### src/hdl/sd_pkg.sv
// Shared widths, register map and word formats of the sigma-delta decimator
// SAMPLE_WIDTH is fixed here because sd_sample_t depends on it
// Register data is 16 bits wide; narrower fields are zero-extended on readback
`default_nettype none

package sd_pkg;

    // Field widths of the settings and of the output word
    localparam int RATIO_WIDTH   = 16;
    localparam int SHIFT_WIDTH   = 5;
    localparam int CHANNEL_WIDTH = 4;
    localparam int SAMPLE_WIDTH  = 16;

    // Register addresses seen on the configuration port
    typedef enum logic [2:0] {
        REG_CONTROL = 3'd0,
        REG_RATIO   = 3'd1,
        REG_SHIFT   = 3'd2,
        REG_CHANNEL = 3'd3,
        REG_STATUS  = 3'd4
    } sd_reg_addr_e;

    // Channel settings driven by the register block
    typedef struct packed {
        logic                     enable;
        logic [RATIO_WIDTH-1:0]   decim_ratio;
        logic [SHIFT_WIDTH-1:0]   out_shift;
        logic [CHANNEL_WIDTH-1:0] channel_id;
    } sd_cfg_t;

    // One decimated output sample, centred on zero and tagged with its channel
    typedef struct packed {
        logic signed [SAMPLE_WIDTH-1:0] data;
        logic [CHANNEL_WIDTH-1:0]       channel_id;
    } sd_sample_t;

endpackage

`default_nettype wire
### src/hdl/sd_adc_top.sv
// Top level of the single-channel sigma-delta decimator
// The modulator clock is asynchronous to clock and is synchronized inside
// Output samples are paced by credit_return from the sink
`default_nettype none

module sd_adc_top #(
    parameter int ACC_WIDTH   = 24,
    parameter int MAX_CREDITS = 4
) (
    input  wire logic                 clock,
    input  wire logic                 rst_n,
    input  wire logic                 cfg_write,
    input  wire sd_pkg::sd_reg_addr_e cfg_addr,
    input  wire logic [15:0]          cfg_wdata,
    output logic [15:0]               cfg_rdata,
    input  wire logic                 mod_clock,
    input  wire logic                 mod_data,
    output logic                      sample_valid,
    output sd_pkg::sd_sample_t        sample,
    input  wire logic                 credit_return
);

    // Settings from the register block and the overrun pulse back to it
    sd_pkg::sd_cfg_t cfg;
    logic            overrun_event;

    sd_config_regs u_regs (
        .clock(clock), .rst_n(rst_n),
        .cfg_write(cfg_write), .cfg_addr(cfg_addr),
        .cfg_wdata(cfg_wdata), .cfg_rdata(cfg_rdata),
        .overrun_event(overrun_event), .cfg(cfg)
    );

    sd_channel #(.ACC_WIDTH(ACC_WIDTH), .MAX_CREDITS(MAX_CREDITS)) u_channel (
        .clock(clock), .rst_n(rst_n), .cfg(cfg),
        .mod_clock(mod_clock), .mod_data(mod_data),
        .sample_valid(sample_valid), .sample(sample),
        .credit_return(credit_return), .overrun_event(overrun_event)
    );

endmodule

`default_nettype wire

### src/hdl/sd_channel.sv
// One decimation channel with scaling, saturation and credit-based output
// ACC_WIDTH must exceed SAMPLE_WIDTH; the sink must not return more than it took
// One sample can wait for a credit; a further one is dropped and flagged
`default_nettype none

module sd_channel #(
    parameter int ACC_WIDTH   = 24,
    parameter int MAX_CREDITS = 4
) (
    input  wire logic              clock,
    input  wire logic              rst_n,
    input  wire sd_pkg::sd_cfg_t   cfg,
    input  wire logic              mod_clock,
    input  wire logic              mod_data,
    output logic                   sample_valid,
    output sd_pkg::sd_sample_t     sample,
    input  wire logic              credit_return,
    output logic                   overrun_event
);

    localparam int SW = sd_pkg::SAMPLE_WIDTH;
    localparam int CREDIT_WIDTH = $clog2(MAX_CREDITS + 1);
    localparam logic [SW-1:0] MID_SCALE = 1 << (SW - 1);
    localparam logic [SW-1:0] MAX_POS = MID_SCALE - 1'b1;

    logic                    mod_edge;
    logic [ACC_WIDTH-1:0]    acc_value;
    logic                    window_strobe;
    logic [ACC_WIDTH-1:0]    window_count;
    logic                    count_valid;
    logic [ACC_WIDTH-1:0]    shifted;
    logic [SW:0]             unsigned_val;
    logic [SW-1:0]           scaled_data;
    sd_pkg::sd_sample_t      staged;
    logic                    staged_valid;
    sd_pkg::sd_sample_t      pending_sample;
    logic                    pending_valid;
    logic [CREDIT_WIDTH-1:0] credits;
    logic [CREDIT_WIDTH:0]   credit_next;
    logic                    send;

    sd_integrator #(.ACC_WIDTH(ACC_WIDTH)) u_integrator (
        .clock(clock), .rst_n(rst_n), .enable(cfg.enable),
        .mod_clock(mod_clock), .mod_data(mod_data),
        .mod_edge(mod_edge), .acc_value(acc_value)
    );

    sd_window_counter u_window_counter (
        .clock(clock), .rst_n(rst_n), .enable(cfg.enable),
        .decim_ratio(cfg.decim_ratio), .mod_edge(mod_edge),
        .window_strobe(window_strobe)
    );

    sd_comb #(.ACC_WIDTH(ACC_WIDTH)) u_comb (
        .clock(clock), .rst_n(rst_n), .enable(cfg.enable),
        .window_strobe(window_strobe), .acc_value(acc_value),
        .window_count(window_count), .count_valid(count_valid)
    );

    // Any bit above the sample range folds into the overflow bit
    always_comb begin
        shifted      = window_count >> cfg.out_shift;
        unsigned_val = {|shifted[ACC_WIDTH-1:SW], shifted[SW-1:0]};
        if (unsigned_val[SW]) begin
            scaled_data = MAX_POS;
        end else begin
            scaled_data = unsigned_val[SW-1:0] - MID_SCALE;
        end
    end

    // Credits left after the sample now on the bus plus any credit coming back
    assign credit_next = {1'b0, credits} - sample_valid + credit_return;
    // The pending sample always goes ahead of a freshly staged one
    assign send = cfg.enable && (credit_next != '0) && (pending_valid || staged_valid);

    always_ff @(posedge clock) begin
        if (count_valid) begin
            staged.data       <= scaled_data;
            staged.channel_id <= cfg.channel_id;
        end
        if (send) begin
            sample <= pending_valid ? pending_sample : staged;
        end
        if (staged_valid && (pending_valid || !send)) begin
            if (!pending_valid || send) begin
                pending_sample <= staged;
            end
        end
    end

    always_ff @(posedge clock) begin
        if (!rst_n) begin
            staged_valid  <= 1'b0;
            pending_valid <= 1'b0;
            sample_valid  <= 1'b0;
            overrun_event <= 1'b0;
            credits       <= CREDIT_WIDTH'(MAX_CREDITS);
        end else begin
            staged_valid  <= cfg.enable & count_valid;
            sample_valid  <= send;
            overrun_event <= cfg.enable & staged_valid & pending_valid & ~send;
            credits       <= credit_next[CREDIT_WIDTH-1:0];
            if (!cfg.enable) begin
                pending_valid <= 1'b0;
            end else if (staged_valid) begin
                // Staged sample waits, or replaces the one just sent
                pending_valid <= pending_valid | ~send;
            end else if (send) begin
                pending_valid <= 1'b0;
            end
        end
    end

endmodule

`default_nettype wire

### src/hdl/sd_comb.sv
// Comb stage that turns the running integrator value into a per-window count
// The stored value starts at zero on enable, matching the cleared integrator
// window_count is held between strobes and valid with count_valid
`default_nettype none

module sd_comb #(
    parameter int ACC_WIDTH = 24
) (
    input  wire logic                 clock,
    input  wire logic                 rst_n,
    input  wire logic                 enable,
    input  wire logic                 window_strobe,
    input  wire logic [ACC_WIDTH-1:0] acc_value,
    output logic [ACC_WIDTH-1:0]      window_count,
    output logic                      count_valid
);

    // Integrator value at the end of the previous window
    logic [ACC_WIDTH-1:0] prev_acc;

    always_ff @(posedge clock) begin
        if (!rst_n) begin
            prev_acc     <= '0;
            window_count <= '0;
            count_valid  <= 1'b0;
        end else if (!enable) begin
            prev_acc     <= '0;
            window_count <= '0;
            count_valid  <= 1'b0;
        end else begin
            count_valid <= window_strobe;
            if (window_strobe) begin
                // Wrapping difference is exact as long as a window fits in ACC_WIDTH
                window_count <= acc_value - prev_acc;
                prev_acc     <= acc_value;
            end
        end
    end

endmodule

`default_nettype wire

### src/hdl/sd_window_counter.sv
// Decimation window counter, strobing on the edge that completes R edges
// A ratio of 0 is taken as 65536 edges per window
// Ratio changes take effect at the next window boundary
`default_nettype none

module sd_window_counter (
    input  wire logic                           clock,
    input  wire logic                           rst_n,
    input  wire logic                           enable,
    input  wire logic [sd_pkg::RATIO_WIDTH-1:0] decim_ratio,
    input  wire logic                           mod_edge,
    output logic                                window_strobe
);

    logic [sd_pkg::RATIO_WIDTH-1:0] edge_count;
    logic [sd_pkg::RATIO_WIDTH-1:0] active_ratio;
    logic                           last_edge;

    // Ratio minus one wraps, which gives the full range for a ratio of 0
    assign last_edge     = (edge_count == active_ratio - 1'b1);
    assign window_strobe = mod_edge & last_edge;

    always_ff @(posedge clock) begin
        if (!rst_n) begin
            edge_count   <= '0;
            active_ratio <= '0;
        end else if (!enable) begin
            edge_count   <= '0;
            active_ratio <= decim_ratio;
        end else if (window_strobe) begin
            edge_count   <= '0;
            active_ratio <= decim_ratio;
        end else if (mod_edge) begin
            edge_count <= edge_count + 1'b1;
        end
    end

endmodule

`default_nettype wire

### src/hdl/sd_integrator.sv
// Integrator stage: modulator clock and data pass through a two-flop synchronizer
// The modulator clock must be well below half the system clock rate
// mod_edge trails the modulator rising edge by 3 to 4 system clocks
`default_nettype none

module sd_integrator #(
    parameter int ACC_WIDTH = 24
) (
    input  wire logic        clock,
    input  wire logic        rst_n,
    input  wire logic        enable,
    input  wire logic        mod_clock,
    input  wire logic        mod_data,
    output logic             mod_edge,
    output logic [ACC_WIDTH-1:0] acc_value
);

    // Clock and data travel together so the bit is sampled with its own edge
    logic [1:0] clock_sync;
    logic [1:0] data_sync;
    logic       clock_prev;
    logic       rise;

    assign rise = clock_sync[1] & ~clock_prev;

    always_ff @(posedge clock) begin
        if (!rst_n) begin
            clock_sync <= '0;
            data_sync  <= '0;
            clock_prev <= 1'b0;
            mod_edge   <= 1'b0;
            acc_value  <= '0;
        end else begin
            clock_sync <= {clock_sync[0], mod_clock};
            data_sync  <= {data_sync[0], mod_data};
            clock_prev <= clock_sync[1];
            mod_edge   <= enable & rise;
            // The accumulator wraps; the comb stage undoes the wrap by subtraction
            if (!enable) begin
                acc_value <= '0;
            end else if (rise) begin
                acc_value <= acc_value + {{(ACC_WIDTH-1){1'b0}}, data_sync[1]};
            end
        end
    end

endmodule

`default_nettype wire

### src/hdl/sd_config_regs.sv
// Settings registers and sticky overrun status for one decimation channel
// Writes land on the next clock; readback is combinational
// Any write to REG_STATUS clears overrun, but a same-cycle overrun event wins
`default_nettype none

module sd_config_regs (
    input  wire logic                 clock,
    input  wire logic                 rst_n,
    input  wire logic                 cfg_write,
    input  wire sd_pkg::sd_reg_addr_e cfg_addr,
    input  wire logic [15:0]          cfg_wdata,
    output logic [15:0]               cfg_rdata,
    input  wire logic                 overrun_event,
    output sd_pkg::sd_cfg_t           cfg
);

    logic overrun;

    // Settings writes and the sticky status bit
    always_ff @(posedge clock) begin
        if (!rst_n) begin
            cfg             <= '0;
            cfg.decim_ratio <= sd_pkg::RATIO_WIDTH'(256);
            overrun         <= 1'b0;
        end else begin
            if (cfg_write) begin
                case (cfg_addr)
                    sd_pkg::REG_CONTROL: cfg.enable      <= cfg_wdata[0];
                    sd_pkg::REG_RATIO:   cfg.decim_ratio <= cfg_wdata[sd_pkg::RATIO_WIDTH-1:0];
                    sd_pkg::REG_SHIFT:   cfg.out_shift   <= cfg_wdata[sd_pkg::SHIFT_WIDTH-1:0];
                    sd_pkg::REG_CHANNEL: cfg.channel_id  <= cfg_wdata[sd_pkg::CHANNEL_WIDTH-1:0];
                    default: ;
                endcase
            end
            // A new overrun takes priority over a clear in the same cycle
            if (overrun_event) begin
                overrun <= 1'b1;
            end else if (cfg_write && cfg_addr == sd_pkg::REG_STATUS) begin
                overrun <= 1'b0;
            end
        end
    end

    // Readback, with each field zero-extended to the data width
    always_comb begin
        cfg_rdata = '0;
        case (cfg_addr)
            sd_pkg::REG_CONTROL: cfg_rdata[0] = cfg.enable;
            sd_pkg::REG_RATIO:   cfg_rdata[sd_pkg::RATIO_WIDTH-1:0] = cfg.decim_ratio;
            sd_pkg::REG_SHIFT:   cfg_rdata[sd_pkg::SHIFT_WIDTH-1:0] = cfg.out_shift;
            sd_pkg::REG_CHANNEL: cfg_rdata[sd_pkg::CHANNEL_WIDTH-1:0] = cfg.channel_id;
            sd_pkg::REG_STATUS:  cfg_rdata[0] = overrun;
            default:             cfg_rdata = '0;
        endcase
    end

endmodule

`default_nettype wire

### config.mk
export PLATFORM = sky130hd
export DESIGN_NAME = sd_adc_top
export DESIGN_NICKNAME = d
export VERILOG_FILES = /design/src/hdl/sd_pkg.sv /design/src/hdl/sd_adc_top.sv /design/src/hdl/sd_channel.sv /design/src/hdl/sd_comb.sv /design/src/hdl/sd_window_counter.sv /design/src/hdl/sd_integrator.sv /design/src/hdl/sd_config_regs.sv
export SDC_FILE = /design/constraint.sdc
export NUM_CORES = 1
export LEC_CHECK = 0
export ABC_AREA = 1
export BUFFER_PORTS_ARGS = -buffer_cell sky130_fd_sc_hd__buf_2
export CORE_UTILIZATION = 50
export DETAILED_ROUTE_END_ITERATION = 6
export MAX_ROUTING_LAYER = met4
export PLACE_DENSITY = 0.73
export SLEW_MARGIN = 20
export SYNTH_ARGS = -nofsm -noshare
export SYNTH_HDL_FRONTEND = slang
export SYNTH_SLANG_ARGS = --single-unit
### constraint.sdc
create_clock -name clock -period 3.9 [get_ports clock]
set_input_delay 0.78 -clock clock [delete_from_list [all_inputs] [get_ports clock]]
set_output_delay 0.78 -clock clock [all_outputs]
set_load 0.02 [all_outputs]
==> flow_summary_export.csv <==
group,metric,value,unit
sta,drv_slew,0,
synth,yosysMostFrequentCell,"nand2_1",
global_routing,grt_busiest_layer,"met2",
floorplanning,die_x,151,um
pwr,p_per_area,391,nW/um^2
worst_hold_path,hp-class,"flop to flop",
critical_path,cp-end-kind,"output pin",
global_routing,grt_start_max_net_pins,51,
placed_design,dp_hpwl,18.4,mm
cts,cts_buffers,23,
sta,rsz0062_at_grt,"no",
cts,cts_resized,0,
sta,finalHoldViolations,0,
run_status,status,"finished clean",
placed_design,port_buffers,61,
cts,clk_latency,0.51,ns
placed_design,dp.cells,1820,
synth,synth_edf_count,60,
critical_path,path_cells,"buf_2 > inv_1 > nor2_1 > nand2_1 > inv_1 > a221oi_1 > o41ai_1 > buf_2",
synth,syn_inst,1528,
synth,yosys.area.top_type_share,26.3,%
route,wl_per_cell,13.4,um
synth,ys_seq_area_share,42.6,%
critical_path,cp.arrival,2.41,ns
global_routing,grt.overflow.total,0,
synth,syn_area_per_cell,7.23,sq um
placed_design,preCtsSetupSlack,0.712,ns
cts,cts.hold.buffers_added,0,
finish,antenna_cells,0,
finish,nets,1623,
global_routing,use_met3,2.76,%
sta,fin_tns_setup,0,ns
route,dr.pass1.iters,5,
floorplanning,die-area,22700,sq um
global_routing,grt_pass1_wl,41.5,mm
cts,clockBufferDepth,3,
synth,synth_area_leaders,"dfxtp_1 26%, edfxtp_1 16%, nand2_1 14%",
synth,synthDistinctLibCells,50,
synth,synth-main-ff-cell,"dfxtp_1",
finish,syn_to_final_growth,11.5,%
synth,yosysTopAreaCell,"dfxtp_1",
global_routing,grtUsageMet1,29.6,%
finish,num-fill-cells,2090,
critical_path,worstRegToRegCells,6,
sta,worst_slack,0.712,ns
route,wirelength,24.9,mm
finish,drive_above_1_share,8.15,%
critical_path,startpoint_type,"primary input",
critical_path,critPathMaxFanout,13,
route,ant_nets,0,
floorplanning,ios,62,
cts,clock-root-buffer,"clkbuf_16",
global_routing,antenna_found_initial,0,
floorplanning,die_h,151,um
route,num_vias,9676,
sta,final-setup-viol-count,0,
global_routing,grt_usage,22.9,%
synth,synthArstFlopShare,0,%
global_routing,grt_pass1_vias,8832,
critical_path,worst_ep_required_time,3.12,ns
critical_path,path_class,"primary input to output pin",
route,drc,0,
sta,min_period,3.19,ns
pwr,p_total,4.82,mW
global_routing,grtUsageMet2,37.8,%
synth,netlist_area,11100,sq um
sta,finalCritPeriodShare,81.7,%
pwr,worst_ir_drop_vdd,0.340,mV
critical_path,cpMaxStageDelayCell,"nand2_1",
synth,yosys_warnings,0,
cts,cts.sinks,205,
cts,htreeDepth,1,
sta,worst_pin_slew,1.04,ns
flow_run,drv_cap,0,
route,vias_per_cell,5.20,
route,first_iter_violations,517,
synth,synth_nets,1586,
cts,cts_tree,"built",
cts,clk_pin_slew,0.05,ns
placed_design,gp_congestion,0.893,
sta,fmax,314,MHz
synth,ys_top_cells_by_count,"426 x nand2_1, 159 x nor2_1, 150 x inv_1",
sta,slew_headroom,29.9,%
floorplanning,num_rows,54,
pwr,p_leak,5.33,nW
floorplanning,start_util,50.8,%
worst_hold_path,min_path_cells,2,
critical_path,critPathMaxStageDelay,0.43,ns
cts,cts_setup_buffers,0,
floorplanning,coreArea,21800,sq um
finish,instances_no_fill,1862,
sta,clock_skew,0.0111,ns
synth,yosys_register_bits,205,
## power breakdown
group	switching, mW	internal (mW)
logic	0.208	0.114
clock network	0.860	1.41
registers	0.0234	2.21
total	1.09	3.73
## worst paths after layout
path | startpoint | end | slack [ns]
hold / removal | u_channel.u_integrator.clock_sync[0] | u_channel.u_integrator.clock_sync[1] | 0.42
hold reg to reg | u_channel.u_integrator.clock_sync[0] | u_channel.u_integrator.clock_sync[1] | 0.42
setup reg to reg | u_regs.cfg[6] | u_channel.staged[15] | 0.88
setup / recovery | cfg_addr[0] | cfg_rdata[0] | 0.71
## worst max-delay path, delay by kind of cell
family,cells,cell delay [ns]
compound gates,2,0.53
simple gates,2,0.50
buf+inv,4,0.59
## kinds of logic (layout without fill, tap and decap cells)
logic type | after synthesis | after routing | synth area share, %
simple gates | 788 | 788 | 29.9
compound gates | 228 | 228 | 11.3
buf+inv | 217 | 271 | 7.80
flops | 205 | 205 | 42.6
xor+xnor | 54 | 54 | 4.28
fa+ha+maj | 33 | 33 | 3.87
mux | 3 | 3 | 0.272
## per-stage QoR
step	hold WS [ns]	util (%)	instance area [sq um]
after detailed placement	0.408	53.0	11500
after global placement	0.397	53.0	11500
after global routing	0.444	56.6	12300
after CTS	0.421	56.6	12300
final	0.419	56.6	12300
after floorplan	0.390	-	11100
## state kept, by name (all words and copies together) (netlist names), 2 cells and up
| register | count |
|---|---|
| u_regs.cfg | 26 |
| u_channel.u_integrator.clock_sync | 2 |
| u_channel.credits | 3 |
| u_channel.u_integrator.acc_value | 24 |
| u_channel.staged | 20 |
| u_channel.pending_sample | 20 |
| u_channel.sample | 20 |
| u_channel.u_window_counter.edge_count | 16 |
| u_channel.u_integrator.data_sync | 2 |
| u_channel.u_comb.prev_acc | 24 |
| u_channel.u_comb.window_count | 24 |
| u_channel.u_window_counter.active_ratio | 16 |
## per-layer routing
metal  wire length, um  share of wire [%]
met2             11600                 47
met3              1120                4.5
met4               461                1.9
met5                 0                  0
met1             11700                 47
## cell type report
cell class,count,area [sq um],share of cell area (%)
Tap cell,280,350,2.84
Sequential cell,205,4700,38.2
Clock buffer,29,628,5.10
Clock inverter,13,174,1.41
Timing Repair Buffer,72,388,3.15
Multi-Input combinational cell,1106,5490,44.5
Inverter,157,589,4.78
## placed cells by master (no fill, tap or decap), types with 6 or more instances in the layout
master | synthesis | routed
nand2_1 | 426 | 426
nor2_1 | 159 | 159
inv_1 | 150 | 150
dfxtp_1 | 145 | 145
nand3_1 | 132 | 132
o21ai_0 | 98 | 98
a21oi_1 | 88 | 87
buf_2 | 11 | 61
edfxtp_1 | 60 | 60
xor2_1 | 36 | 36
ha_1 | 31 | 31
nor3_1 | 24 | 24
clkbuf_16 | 0 | 23
nand4_1 | 18 | 18
xnor2_1 | 18 | 18
buf_4 | 1 | 11
o211ai_1 | 10 | 10
nor2_2 | 8 | 8
clkinv_1 | 5 | 6
(Power assumes the default switching activity.)
